===== src/logic/font_rom.hex =====
// One glyph row per line as two hex digits, bit 7 is the leftmost pixel
// Four rows per glyph, glyphs in glyph enum order (0-F, @, W, R, E, space)
3C // 0
66
66
3C
18 // 1
38
18
3C
7C // 2
0C
30
7E
7C // 3
1C
0C
7C
6C // 4
6C
7E
0C
7E // 5
60
1E
7C
3C // 6
60
7E
3C
7E // 7
06
0C
18
3C // 8
3C
66
3C
3C // 9
7E
06
3C
3C // A
66
7E
66
7C // B
7C
66
7C
3E // C
60
60
3E
7C // D
66
66
7C
7E // E
78
60
7E
7E // F
60
78
60
3C // @
6E
6E
3E
63 // W
6B
7F
36
7C // R
66
7C
66
7E // E
78
60
7E
00 // space
00
00
00


===== src/logic/text_pkg.sv =====
`default_nettype none

package text_pkg;

    // Hex digits first so a nibble maps straight onto its glyph code
    typedef enum logic [4:0] {
        GLYPH_HEX_0, GLYPH_HEX_1, GLYPH_HEX_2, GLYPH_HEX_3,
        GLYPH_HEX_4, GLYPH_HEX_5, GLYPH_HEX_6, GLYPH_HEX_7,
        GLYPH_HEX_8, GLYPH_HEX_9, GLYPH_HEX_A, GLYPH_HEX_B,
        GLYPH_HEX_C, GLYPH_HEX_D, GLYPH_HEX_E, GLYPH_HEX_F,
        GLYPH_AT    = 5'd16,
        GLYPH_W     = 5'd17,
        GLYPH_R     = 5'd18,
        GLYPH_E     = 5'd19,
        GLYPH_SPACE = 5'd20
    } glyph_e;

    localparam int GLYPH_W_PX = 8;  // Pixels per glyph row
    localparam int GLYPH_ROWS = 4;  // Rows per glyph
    localparam int TEXT_ROWS  = 4;  // Lines on the screen
    localparam int FONT_DEPTH = 84; // 21 glyphs x 4 rows

endpackage

`default_nettype wire


===== src/logic/memtest_pkg.sv =====
`default_nettype none

package memtest_pkg;

    ////////////////////////////////////////////////////////////
    // Memory geometry
    ////////////////////////////////////////////////////////////

    localparam int ADDR_WIDTH = 23;  // Word address
    localparam int BURST_LEN  = 8;   // 16-bit words per burst
    localparam int DATA_WIDTH = 128; // One full burst

    ////////////////////////////////////////////////////////////
    // Test settings
    ////////////////////////////////////////////////////////////

    localparam logic [DATA_WIDTH-1:0] TEST_PATTERN = 128'h0123456789ABCDEFFEDCBA9876543210;
    localparam int ERR_WIDTH   = 16;
    localparam int START_DELAY = 256; // Cycles spent in INIT

    typedef enum logic [2:0] {
        INIT,
        WR_REQ,
        RD_REQ,
        RD_WAIT,
        CHECK,
        DISPLAY
    } seq_state_e;

endpackage

`default_nettype wire

===== src/logic/sdram_text_top.sv =====
`default_nettype none

module sdram_text_top #(
    parameter int MEM_BURSTS = 1048576,
    parameter int TEXT_COLS  = 40
) (
    input  logic                               sys_clk,
    input  logic                               rst,
    output logic                               mem_req_valid,
    input  logic                               mem_req_ready,
    output logic                               mem_req_write,
    output logic [memtest_pkg::ADDR_WIDTH-1:0] mem_req_addr,
    output logic [memtest_pkg::DATA_WIDTH-1:0] mem_wr_data,
    input  logic                               mem_rd_valid,
    input  logic [memtest_pkg::DATA_WIDTH-1:0] mem_rd_data,
    output logic                               pix_valid,
    input  logic                               pix_ready,
    output logic                               pix_on,
    output logic                               pix_last,
    output logic                               error_free,
    output logic                               write_phase,
    output logic                               read_phase,
    output logic                               display_phase
);
    import memtest_pkg::*;
    import text_pkg::*;

    logic                          frame_start;
    logic                          frame_done;
    logic [ADDR_WIDTH-1:0]         shown_addr;
    logic [DATA_WIDTH-1:0]         shown_data;
    logic [ERR_WIDTH-1:0]          error_count;
    logic                          glyph_valid;
    logic                          glyph_ready;
    glyph_e                        glyph;
    logic [$clog2(GLYPH_ROWS)-1:0] glyph_row;
    logic [$clog2(GLYPH_W_PX)-1:0] glyph_col_px;
    logic                          frame_end;

    mem_test_sequencer #(
        .MEM_BURSTS(MEM_BURSTS)
    ) sequencer_i (
        .sys_clk(sys_clk),
        .rst(rst),
        .mem_req_valid(mem_req_valid),
        .mem_req_ready(mem_req_ready),
        .mem_req_write(mem_req_write),
        .mem_req_addr(mem_req_addr),
        .mem_wr_data(mem_wr_data),
        .mem_rd_valid(mem_rd_valid),
        .mem_rd_data(mem_rd_data),
        .frame_start(frame_start),
        .frame_done(frame_done),
        .shown_addr(shown_addr),
        .shown_data(shown_data),
        .error_count(error_count),
        .write_phase(write_phase),
        .read_phase(read_phase),
        .display_phase(display_phase),
        .error_free(error_free)
    );

    text_screen_gen #(
        .TEXT_COLS(TEXT_COLS)
    ) screen_gen_i (
        .sys_clk(sys_clk),
        .rst(rst),
        .frame_start(frame_start),
        .frame_done(frame_done),
        .shown_addr(shown_addr),
        .shown_data(shown_data),
        .error_count(error_count),
        .glyph_valid(glyph_valid),
        .glyph_ready(glyph_ready),
        .glyph(glyph),
        .glyph_row(glyph_row),
        .glyph_col_px(glyph_col_px),
        .frame_end(frame_end)
    );

    font_raster raster_i (
        .sys_clk(sys_clk),
        .rst(rst),
        .glyph_valid(glyph_valid),
        .glyph_ready(glyph_ready),
        .glyph(glyph),
        .glyph_row(glyph_row),
        .glyph_col_px(glyph_col_px),
        .frame_end(frame_end),
        .pix_valid(pix_valid),
        .pix_ready(pix_ready),
        .pix_on(pix_on),
        .pix_last(pix_last)
    );

endmodule

`default_nettype wire


===== src/logic/font_raster.sv =====
`default_nettype none

module font_raster (
    input  logic                                     sys_clk,
    input  logic                                     rst,
    input  logic                                     glyph_valid,
    output logic                                     glyph_ready,
    input  text_pkg::glyph_e                         glyph,
    input  logic [$clog2(text_pkg::GLYPH_ROWS)-1:0]  glyph_row,
    input  logic [$clog2(text_pkg::GLYPH_W_PX)-1:0]  glyph_col_px,
    input  logic                                     frame_end,
    output logic                                     pix_valid,
    input  logic                                     pix_ready,
    output logic                                     pix_on,
    output logic                                     pix_last
);
    import text_pkg::*;

    localparam int ROM_AW = $clog2(FONT_DEPTH);
    localparam int PX_W   = $clog2(GLYPH_W_PX);

    logic [GLYPH_W_PX-1:0] font_rom [FONT_DEPTH];

    logic                  s1_valid;
    logic [GLYPH_W_PX-1:0] s1_bits;  // Registered ROM word
    logic [PX_W-1:0]       s1_col;
    logic                  s1_last;
    logic                  s1_en;
    logic                  s2_en;
    logic [ROM_AW-1:0]     rom_idx;

    initial $readmemh("/design/src/logic/font_rom.hex", font_rom);

    assign rom_idx     = ROM_AW'(glyph) * ROM_AW'(GLYPH_ROWS) + ROM_AW'(glyph_row);
    assign s2_en       = !pix_valid || pix_ready;
    assign s1_en       = !s1_valid || s2_en; // Stage 1 moves when stage 2 has room
    assign glyph_ready = s1_en;

    always_ff @(posedge sys_clk or posedge rst) begin
        if (rst) begin
            s1_valid  <= 1'b0;
            pix_valid <= 1'b0;
        end else begin
            if (s1_en)
                s1_valid <= glyph_valid;
            if (s2_en)
                pix_valid <= s1_valid;
        end
    end

    always_ff @(posedge sys_clk) begin
        if (s1_en && glyph_valid) begin
            s1_bits <= font_rom[rom_idx];
            s1_col  <= glyph_col_px;
            s1_last <= frame_end;
        end
        if (s2_en && s1_valid) begin
            pix_on   <= s1_bits[s1_col]; // Bit 7 is the leftmost pixel
            pix_last <= s1_last;
        end
    end

    // Upstream keeps its glyph steady until this stage takes it
    glyph_held_while_stalled: assert property (@(posedge sys_clk) disable iff (rst)
        glyph_valid && !glyph_ready |=> glyph_valid && $stable(glyph) &&
            $stable(glyph_row) && $stable(glyph_col_px) && $stable(frame_end));

endmodule

`default_nettype wire


===== src/logic/text_screen_gen.sv =====
`default_nettype none

module text_screen_gen #(
    parameter int TEXT_COLS = 40
) (
    input  logic                                     sys_clk,
    input  logic                                     rst,
    input  logic                                     frame_start,
    output logic                                     frame_done,
    input  logic [memtest_pkg::ADDR_WIDTH-1:0]       shown_addr,
    input  logic [memtest_pkg::DATA_WIDTH-1:0]       shown_data,
    input  logic [memtest_pkg::ERR_WIDTH-1:0]        error_count,
    output logic                                     glyph_valid,
    input  logic                                     glyph_ready,
    output text_pkg::glyph_e                         glyph,
    output logic [$clog2(text_pkg::GLYPH_ROWS)-1:0]  glyph_row,
    output logic [$clog2(text_pkg::GLYPH_W_PX)-1:0]  glyph_col_px,
    output logic                                     frame_end
);
    import memtest_pkg::*;
    import text_pkg::*;

    localparam int COL_W       = $clog2(TEXT_COLS);
    localparam int TROW_W      = $clog2(TEXT_ROWS);
    localparam int GROW_W      = $clog2(GLYPH_ROWS);
    localparam int PX_W        = $clog2(GLYPH_W_PX);
    localparam int ADDR_DIGITS = 6; // Address shown as 24 bits
    localparam int DATA_DIGITS = DATA_WIDTH / 4;
    localparam int ERR_DIGITS  = ERR_WIDTH / 4;

    logic [COL_W-1:0]  col;
    logic [TROW_W-1:0] text_row;
    logic [COL_W-1:0]  dig;      // Digit index, valid from column 2
    logic              step;
    logic              last_px;
    logic              last_col;
    logic              last_grow;
    logic              last_trow;

    // Nibble idx of an ndig-digit value, most significant first
    function automatic glyph_e hex_glyph(input logic [DATA_WIDTH-1:0] value,
                                         input int unsigned ndig,
                                         input int unsigned idx);
        logic [DATA_WIDTH-1:0] shifted;
        shifted = value >> (4 * (ndig - 1 - idx));
        return glyph_e'(5'(shifted[3:0]));
    endfunction

    assign step      = glyph_valid && glyph_ready;
    assign last_px   = (glyph_col_px == '0);
    assign last_col  = (col == COL_W'(TEXT_COLS - 1));
    assign last_grow = (glyph_row == GROW_W'(GLYPH_ROWS - 1));
    assign last_trow = (text_row == TROW_W'(TEXT_ROWS - 1));
    assign frame_end = last_px && last_col && last_grow && last_trow;

    ////////////////////////////////////////////////////////////
    // Position counters
    ////////////////////////////////////////////////////////////

    always_ff @(posedge sys_clk or posedge rst) begin
        if (rst) begin
            glyph_valid  <= 1'b0;
            frame_done   <= 1'b0;
            glyph_col_px <= PX_W'(GLYPH_W_PX - 1);
            col          <= '0;
            glyph_row    <= '0;
            text_row     <= '0;
        end else begin
            frame_done <= 1'b0;
            if (frame_start) begin
                glyph_valid  <= 1'b1;
                glyph_col_px <= PX_W'(GLYPH_W_PX - 1);
                col          <= '0;
                glyph_row    <= '0;
                text_row     <= '0;
            end else if (step) begin
                glyph_col_px <= last_px ? PX_W'(GLYPH_W_PX - 1) : glyph_col_px - 1'b1;
                if (last_px)
                    col <= last_col ? '0 : col + 1'b1;
                if (last_px && last_col)
                    glyph_row <= last_grow ? '0 : glyph_row + 1'b1;
                if (last_px && last_col && last_grow)
                    text_row <= last_trow ? '0 : text_row + 1'b1;
                if (frame_end) begin
                    glyph_valid <= 1'b0; // Frame complete
                    frame_done  <= 1'b1;
                end
            end
        end
    end

    ////////////////////////////////////////////////////////////
    // Glyph choice per character slot
    ////////////////////////////////////////////////////////////

    always_comb begin
        dig   = col - COL_W'(2);
        glyph = GLYPH_SPACE;
        if (col == '0) begin
            case (text_row)
                0:       glyph = GLYPH_AT;
                1:       glyph = GLYPH_W;
                2:       glyph = GLYPH_R;
                default: glyph = GLYPH_E;
            endcase
        end else if (col >= COL_W'(2)) begin
            case (text_row)
                0: if (int'(dig) < ADDR_DIGITS)
                    glyph = hex_glyph(DATA_WIDTH'(shown_addr), ADDR_DIGITS, dig);
                1: if (int'(dig) < DATA_DIGITS)
                    glyph = hex_glyph(TEST_PATTERN, DATA_DIGITS, dig);
                2: if (int'(dig) < DATA_DIGITS)
                    glyph = hex_glyph(shown_data, DATA_DIGITS, dig);
                default: if (int'(dig) < ERR_DIGITS)
                    glyph = hex_glyph(DATA_WIDTH'(error_count), ERR_DIGITS, dig);
            endcase
        end
    end

    // Glyphs only flow between frame_start and frame_done
    no_glyph_outside_frame: assert property (@(posedge sys_clk) disable iff (rst)
        !glyph_valid && !frame_start |=> !glyph_valid);

    // Displayed values must not move under a frame in progress
    shown_held_during_frame: assert property (@(posedge sys_clk) disable iff (rst)
        glyph_valid |=> $stable(shown_addr) && $stable(shown_data) && $stable(error_count));

endmodule

`default_nettype wire


===== src/logic/mem_test_sequencer.sv =====
`default_nettype none

module mem_test_sequencer #(
    parameter int MEM_BURSTS = 1048576
) (
    input  logic                               sys_clk,
    input  logic                               rst,
    output logic                               mem_req_valid,
    input  logic                               mem_req_ready,
    output logic                               mem_req_write,
    output logic [memtest_pkg::ADDR_WIDTH-1:0] mem_req_addr,
    output logic [memtest_pkg::DATA_WIDTH-1:0] mem_wr_data,
    input  logic                               mem_rd_valid,
    input  logic [memtest_pkg::DATA_WIDTH-1:0] mem_rd_data,
    output logic                               frame_start,
    input  logic                               frame_done,
    output logic [memtest_pkg::ADDR_WIDTH-1:0] shown_addr,
    output logic [memtest_pkg::DATA_WIDTH-1:0] shown_data,
    output logic [memtest_pkg::ERR_WIDTH-1:0]  error_count,
    output logic                               write_phase,
    output logic                               read_phase,
    output logic                               display_phase,
    output logic                               error_free
);
    import memtest_pkg::*;

    localparam int BIDX_W  = (MEM_BURSTS > 1) ? $clog2(MEM_BURSTS) : 1;
    localparam int DELAY_W = $clog2(START_DELAY);

    seq_state_e                state;
    seq_state_e                state_next;
    logic [DELAY_W-1:0]        delay_cnt;
    logic [BIDX_W-1:0]         burst_idx;
    logic                      last_burst;
    logic [DATA_WIDTH-1:0]     rd_buf;     // Response held until CHECK

    assign last_burst    = (burst_idx == BIDX_W'(MEM_BURSTS - 1));
    assign mem_req_valid = (state == WR_REQ) || (state == RD_REQ);
    assign mem_req_write = (state == WR_REQ);
    assign mem_req_addr  = ADDR_WIDTH'(burst_idx) * ADDR_WIDTH'(BURST_LEN);
    assign mem_wr_data   = TEST_PATTERN; // Same pattern in every burst
    assign error_free    = (error_count == '0);

    always_comb begin
        state_next = state;
        case (state)
            INIT:    if (delay_cnt == DELAY_W'(START_DELAY - 1)) state_next = WR_REQ;
            WR_REQ:  if (mem_req_ready && last_burst) state_next = RD_REQ;
            RD_REQ:  if (mem_req_ready) state_next = RD_WAIT;
            RD_WAIT: if (mem_rd_valid) state_next = CHECK;
            CHECK:   state_next = DISPLAY;
            DISPLAY: if (frame_done) state_next = RD_REQ;
            default: state_next = INIT;
        endcase
    end

    always_ff @(posedge sys_clk or posedge rst) begin
        if (rst) begin
            state         <= INIT;
            delay_cnt     <= '0;
            burst_idx     <= '0;
            error_count   <= '0;
            frame_start   <= 1'b0;
            write_phase   <= 1'b0;
            read_phase    <= 1'b0;
            display_phase <= 1'b0;
        end else begin
            state       <= state_next;
            frame_start <= (state == CHECK); // First DISPLAY cycle

            if (state == INIT)
                delay_cnt <= delay_cnt + 1'b1;

            // Step to the next burst after a write, or once a frame is shown
            if ((state == WR_REQ && mem_req_ready) || (state == DISPLAY && frame_done)) begin
                burst_idx <= last_burst ? '0 : burst_idx + 1'b1;
            end

            if (state == CHECK && rd_buf != TEST_PATTERN && error_count != '1)
                error_count <= error_count + 1'b1; // Saturating

            // Flags follow the state being entered
            write_phase   <= (state_next == INIT) || (state_next == WR_REQ);
            read_phase    <= (state_next == RD_REQ) || (state_next == RD_WAIT) ||
                             (state_next == CHECK);
            display_phase <= (state_next == DISPLAY);
        end
    end

    always_ff @(posedge sys_clk) begin
        if (state == RD_WAIT && mem_rd_valid)
            rd_buf <= mem_rd_data;
        if (state == CHECK) begin
            shown_data <= rd_buf;
            shown_addr <= mem_req_addr; // Index only moves on frame_done
        end
    end

    ////////////////////////////////////////////////////////////
    // Checks
    ////////////////////////////////////////////////////////////

    req_held_until_ready: assert property (@(posedge sys_clk) disable iff (rst)
        mem_req_valid && !mem_req_ready |=> mem_req_valid && $stable(mem_req_write) &&
            $stable(mem_req_addr) && $stable(mem_wr_data));

    rd_resp_only_when_waiting: assert property (@(posedge sys_clk) disable iff (rst)
        mem_rd_valid |-> state == RD_WAIT);

endmodule

`default_nettype wire


===== config.mk =====
export PLATFORM = sky130hd
export DESIGN_NAME = sdram_text_top
export DESIGN_NICKNAME = d
export VERILOG_FILES = /design/src/logic/text_pkg.sv /design/src/logic/memtest_pkg.sv /design/src/logic/sdram_text_top.sv /design/src/logic/font_raster.sv /design/src/logic/text_screen_gen.sv /design/src/logic/mem_test_sequencer.sv
export SDC_FILE = /design/constraint.sdc
export NUM_CORES = 1
export LEC_CHECK = 0
export BUFFER_PORTS_ARGS = -buffer_cell sky130_fd_sc_hd__buf_2
export CAP_MARGIN = 20
export CORE_ASPECT_RATIO = 1.4
export CORE_MARGIN = 5
export CORE_UTILIZATION = 50
export DETAILED_ROUTE_END_ITERATION = 10
export PLACE_DENSITY = 0.83
export SYNTH_ARGS = -nofsm -noshare
export SYNTH_HDL_FRONTEND = slang
export SYNTH_SLANG_ARGS = --single-unit

===== constraint.sdc =====
create_clock -name sys_clk -period 12 [get_ports sys_clk]
set_input_delay 3.6 -clock sys_clk [delete_from_list [all_inputs] [get_ports sys_clk]]
set_output_delay 3.6 -clock sys_clk [all_outputs]
set_load 0.005 [all_outputs]

Word-level counts from Yosys, hierarchy flattened
Index checks and enable logic that the tools add are counted.

storage, ports and cells
  output and inout bits = 160
  flip-flop bits (word level) = 210
  input port bits = 133
  logic and storage cells = 110

cells by class
  equality and inequality tests = 17
  add/sub/neg operators = 7
  muxes and demuxes = 30
  $lt $le $gt $ge = 1
  reduce and logical (&&, ||, !) cells = 33

operator list
  cell                      count
  $ne A128 B121 Y1 const B  1
  $mux W3                   8
  $mux W6                   4
  $add A20 B1 Y20 const B   1
  $eq A20 B20 Y1 const B    1
  $mux W20                  1
  $pmux W3 S6               1
  $add A16 B1 Y16 const B   1
  $logic_not A16 Y1         1
  $mux W2                   8
  $ne A16 B16 Y1 const B    1
  $eq A3 B2 Y1 const B      4
  $eq A3 B3 Y1 const B      4
  $logic_and A1 B1 Y1       11
  $reduce_bool A2 Y1        5
  $logic_not A3 Y1          3
  $add A8 B1 Y8 const B     1
  $eq A8 B8 Y1 const B      1
  $reduce_and A2 Y1         4
  $logic_or A1 B1 Y1        7
  $mux W1                   7
  $add A6 B1 Y6 const B     1
  $eq A3 B1 Y1 const B      2
  $eq A6 B6 Y1 const B      1
  other kinds (6)           9

Logic depth before layout (Yosys ltp)
  word-level depth = 7
  depth in mapped cells = 8
  depth with buffers taken out = 8

Modules after synthesis
Synthesis repeated with hierarchy kept, for this count alone.

unflattened totals
  cell total of the unflattened synthesis = 1008
  area, all modules = 15314.7 sq um

by module, submodules not included
  module              instances  area each (sq um)  seq. area each (sq um)  cells each
  mem_test_sequencer  1          12135.4            9564.2                  689
  text_screen_gen     1          3000.4             379.1                   306
  font_raster         1          178.9              110.1                   13

Worst setup path after synthesis
OpenSTA, ideal clock, no wires.

  path type = input to register
  start point = in mem_rd_valid
  end point = reg sequencer_i.state[2]
  path buffers = 0
  arrival = 9594 ps
  stages on the path = 3
  path slack = 2307 ps
  setup time = 99 ps
  required time = 11901 ps
  cells stage by stage = nand2_1 -> nor2_1 -> or2_2

on the way
  word-level cells in the longest chain between the ends = 2

ends and longest elaborated chain
  item                                 RTL line                  text
  start: declaration                   sdram_text_top.sv:14      input logic mem_rd_valid,
  $mux W3                              mem_test_sequencer.sv:50  RD_WAIT: if (mem_rd_valid) state_next = CHECK;
  $pmux W3 S6                          mem_test_sequencer.sv:46  case (state)
  named net sequencer_i.state_next[2]  mem_test_sequencer.sv:31  seq_state_e state_next;
  end signal: assignment               mem_test_sequencer.sv:68  state <= state_next;
  end: declaration                     mem_test_sequencer.sv:30  seq_state_e state;

The timed path passes the listed nets, and every way through them passes these cells.
A chain may end at the register's enable or synchronous reset.

Final worst setup path
  start point = in mem_rd_valid
  end point = reg sequencer_i.rd_buf[36] (enable)

on the way
  word-level cells in the longest chain between the ends = 1

ends and longest elaborated chain
  item                    RTL line                  text
  $logic_and A1 B1 Y1     mem_test_sequencer.sv:91  if (state == RD_WAIT && mem_rd_valid)
  end signal: assignment  mem_test_sequencer.sv:92  rd_buf <= mem_rd_data;
  end: declaration        mem_test_sequencer.sv:35  logic [DATA_WIDTH-1:0] rd_buf;

Every way passes these cells.

==> metrics.md <==
| Metric | Value |
|---|---|
| Detailed-route wire length | `15,000 microns` |
| Cell Count Post-Placement | `979` |
| Setup WS post-layout | `6.43 ns` |
| Antenna Nets Post-Route | `0` |
| N_diodes | `0` |
| # fillers | `1,299` |
| Top-count cell post-synth | `buf_4` |
| Initial antenna violation count | `0` |
| Synthesized area | `8520 sq um` |
| Initial Utilization | `50.9%` |
| H-Tree Level Count | `4` |
| Setup crit end kind | `register` |
| Post-synth top flop | `edfxtp_1` |
| Share of layout cells above drive strength 1 | `25.3%` |
| CTS Buf Count | `17` |
| Final Cell Area | `9660 sq um` |
| Startpoint types | `input port` |
| Pin count of the biggest net entering global routing | `93` |
| Ranking of synthesized cells by area | `edfxtp_1, dfrtp_1, buf_4` |
| Synth top area share | `45.8%` |
| Final HPWL DP | `11,200 microns` |
| Clock Tree Buf Depth | `2` |
| Ys Warns | `0` |
| Area growth syn-to-layout | `13.4%` |
| CTS root buf | `clkbuf_16` |
| Setup CP Type | `in -> reg` |
| FP Rows | `56` |
| Fin crit share | `46.4%` |
| Peak VDD IR | `0.101 mV` |
| TritonRoute pass-1 iters | `4` |
| Synth Instances | `622` |
| First-pass GRT wire length | `22,700 microns` |
| Vias in the first global route | `4,916` |
| Cts repair resizes | `0` |
| CTS sink cnt | `198` |
| GPL Wtd Cong | `0.813` |
| Commonest cells post-synth | `buf_4, edfxtp_1, dfrtp_1, nor2_1, xnor2_1` |
| Pwr per Cell Area | `159 nW/um^2` |
| Syn avg cell area | `13.7 sq um` |
| Port Buf Inserts | `160` |
| Final Hold Fails | `0` |
| Post-Route Setup TNS | `0 ns` |
| Relative slew slack | `28.3%` |
| Status | `completed` |
| Final core occ | `57.7%` |
| Distinct cells, synth | `46` |
| Worst endpoint required time | `12.06 ns` |
| Vias after detailed routing | `4,922` |
| Area of the multi-input gates | `2350 sq um` |
| Pleak | `4.18 nW` |
| Placed Area | `9060 sq um` |
| EDFF count, synth | `130` |
| WL per Instance | `14.8 microns` |
| Max Clk Rate | `180 MHz` |
| Minimum clock period | `5.57 ns` |
| Yosys top cell by area | `edfxtp_1` |
| # Max-Cap Violations | `0` |
| Worst hold path class | `reg -> reg` |
| Fin. max-slew vios | `0` |
| # hold bufs at CTS | `0` |
| Die height | `164 microns` |
| Count of final setup violators | `0` |
| Critical Path Fanout Max | `92` |
| Design Power | `1.53 mW` |
| Clock skew | `0.0140 ns` |
| Total core area | `16,700 sq um` |
| DRC violations left | `0` |
| CTS tree | `built` |
| Post-Layout Cell Count | `1,010` |
| Reg clk slew, reported paths | `0.07 ns` |
| RSZ-0062 raised after global routing | `no` |
| Seq/Total Area, Yosys | `65.8%` |
| All-Layer GR Usage | `14.8%` |
| DR iter-0 viols | `220` |
| Register area | `5610 sq um` |
| Die area | `19,800 sq um` |
| Worst-Margin Slew | `1.08 ns` |
| # IOs | `293` |
| Pre-CTS WS | `5.96 ns` |
| Total global routing overflow | `0` |
| Async S/R FF share, synth | `34.3%` |
| WHS | `0.422 ns` |
| Worst-Skew Late Latency | `0.44 ns` |
| #FFs+latches synth | `198` |
| Post-CTS setup repair buffer count | `0` |
| Die W | `120 microns` |
| CP arrival | `5.63 ns` |
| Vias/cell | `4.87` |
| Fin nets | `937` |
[layer usage]
layer	global-route usage [%]	share of wire, %
met5	0	0
met4	5.72	1.5
met1	15.4	36
met2	27.3	52
met3	5.28	11
[final cells by class]
type	instances	area share, %
Multi-Input combinational cell	408	24.4
Inverter	8	0.311
Tap cell	203	2.63
Sequential cell	198	58.0
Clock buffer	17	4.40
Timing Repair Buffer	162	8.44
Clock inverter	14	1.81
[placed cells by master, fill, tap and decap left out, types with 6 or more instances in the layout]
cell	n
edfxtp_1	130
nor3_1	8
nand2b_1	8
clkbuf_16	17
nand3_1	25
a21oi_1	9
xor2_1	11
dfrtp_1	65
inv_1	7
and3_1	16
buf_2	160
conb_1	132
o21ai_0	11
a21o_1	7
nor4_1	9
clkinv_8	6
nand4_1	21
xnor2_1	29
nor4bb_1	12
nand2_1	24
ha_1	9
nor2_1	28
[worst max-delay path, stage by stage]
cell and delay [ns]:
buf_2 0.10, nand2_1 0.08, nor2_4 0.80, buf_4 0.93
[kinds of logic (layout without fill, tap and decap cells)]
family                     count (synthesis)  count (layout)  share of synthesized area [%]
AOI/OAI and AO/OA                         34              34                           2.47
xor gates and xnor gates                  40              40                           4.11
adders and majority gates                  9               9                           1.32
buffers and inverters                    146             201                           12.4
DFF                                      198             198                           65.8
muxes                                      6               6                          0.734
other                                      2             132                         0.0882
and+or+nand+nor                          187             187                           13.1
[where the power goes]
part	internal (mW)	switching (mW)	leakage [nW]
Clock	0.281	0.278	0.291
Sequential	0.771	0.0438	2.06
Combinational	0.0767	0.0828	1.83
[flip-flops by register name, summed over array words and instances (netlist names)]
| register | flops |
|---|---|
| raster_i.s1_valid | 1 |
| screen_gen_i.glyph_row | 2 |
| sequencer_i.burst_idx | 20 |
| screen_gen_i.glyph_col_px | 3 |
| sequencer_i.write_phase | 1 |
| raster_i.pix_last | 1 |
| screen_gen_i.text_row | 2 |
| sequencer_i.display_phase | 1 |
| sequencer_i.delay_cnt | 8 |
| sequencer_i.rd_buf | 128 |
| screen_gen_i.glyph_valid | 1 |
| sequencer_i.error_count | 16 |
| raster_i.pix_valid | 1 |
| raster_i.s1_last | 1 |
| sequencer_i.read_phase | 1 |
| screen_gen_i.col | 6 |
| sequencer_i.frame_start | 1 |
| sequencer_i.state | 3 |
| screen_gen_i.frame_done | 1 |
[worst paths after layout]
kind	start	cells past startpoint	to	slack (ns)
hold / removal	raster_i.s1_last	0	raster_i.pix_last	0.42
setup / recovery	mem_rd_valid	4	sequencer_i.rd_buf[36]	6.43
setup reg to reg	sequencer_i.rd_buf[94]	6	sequencer_i.error_count[1]	8.89
hold reg to reg	raster_i.s1_last	0	raster_i.pix_last	0.42
max in group asynchronous	rst	3	screen_gen_i.col[3]	8.06
min in group asynchronous	rst	3	raster_i.s1_valid	3.42
No activity file was read; power rests on OpenSTA's default activity.
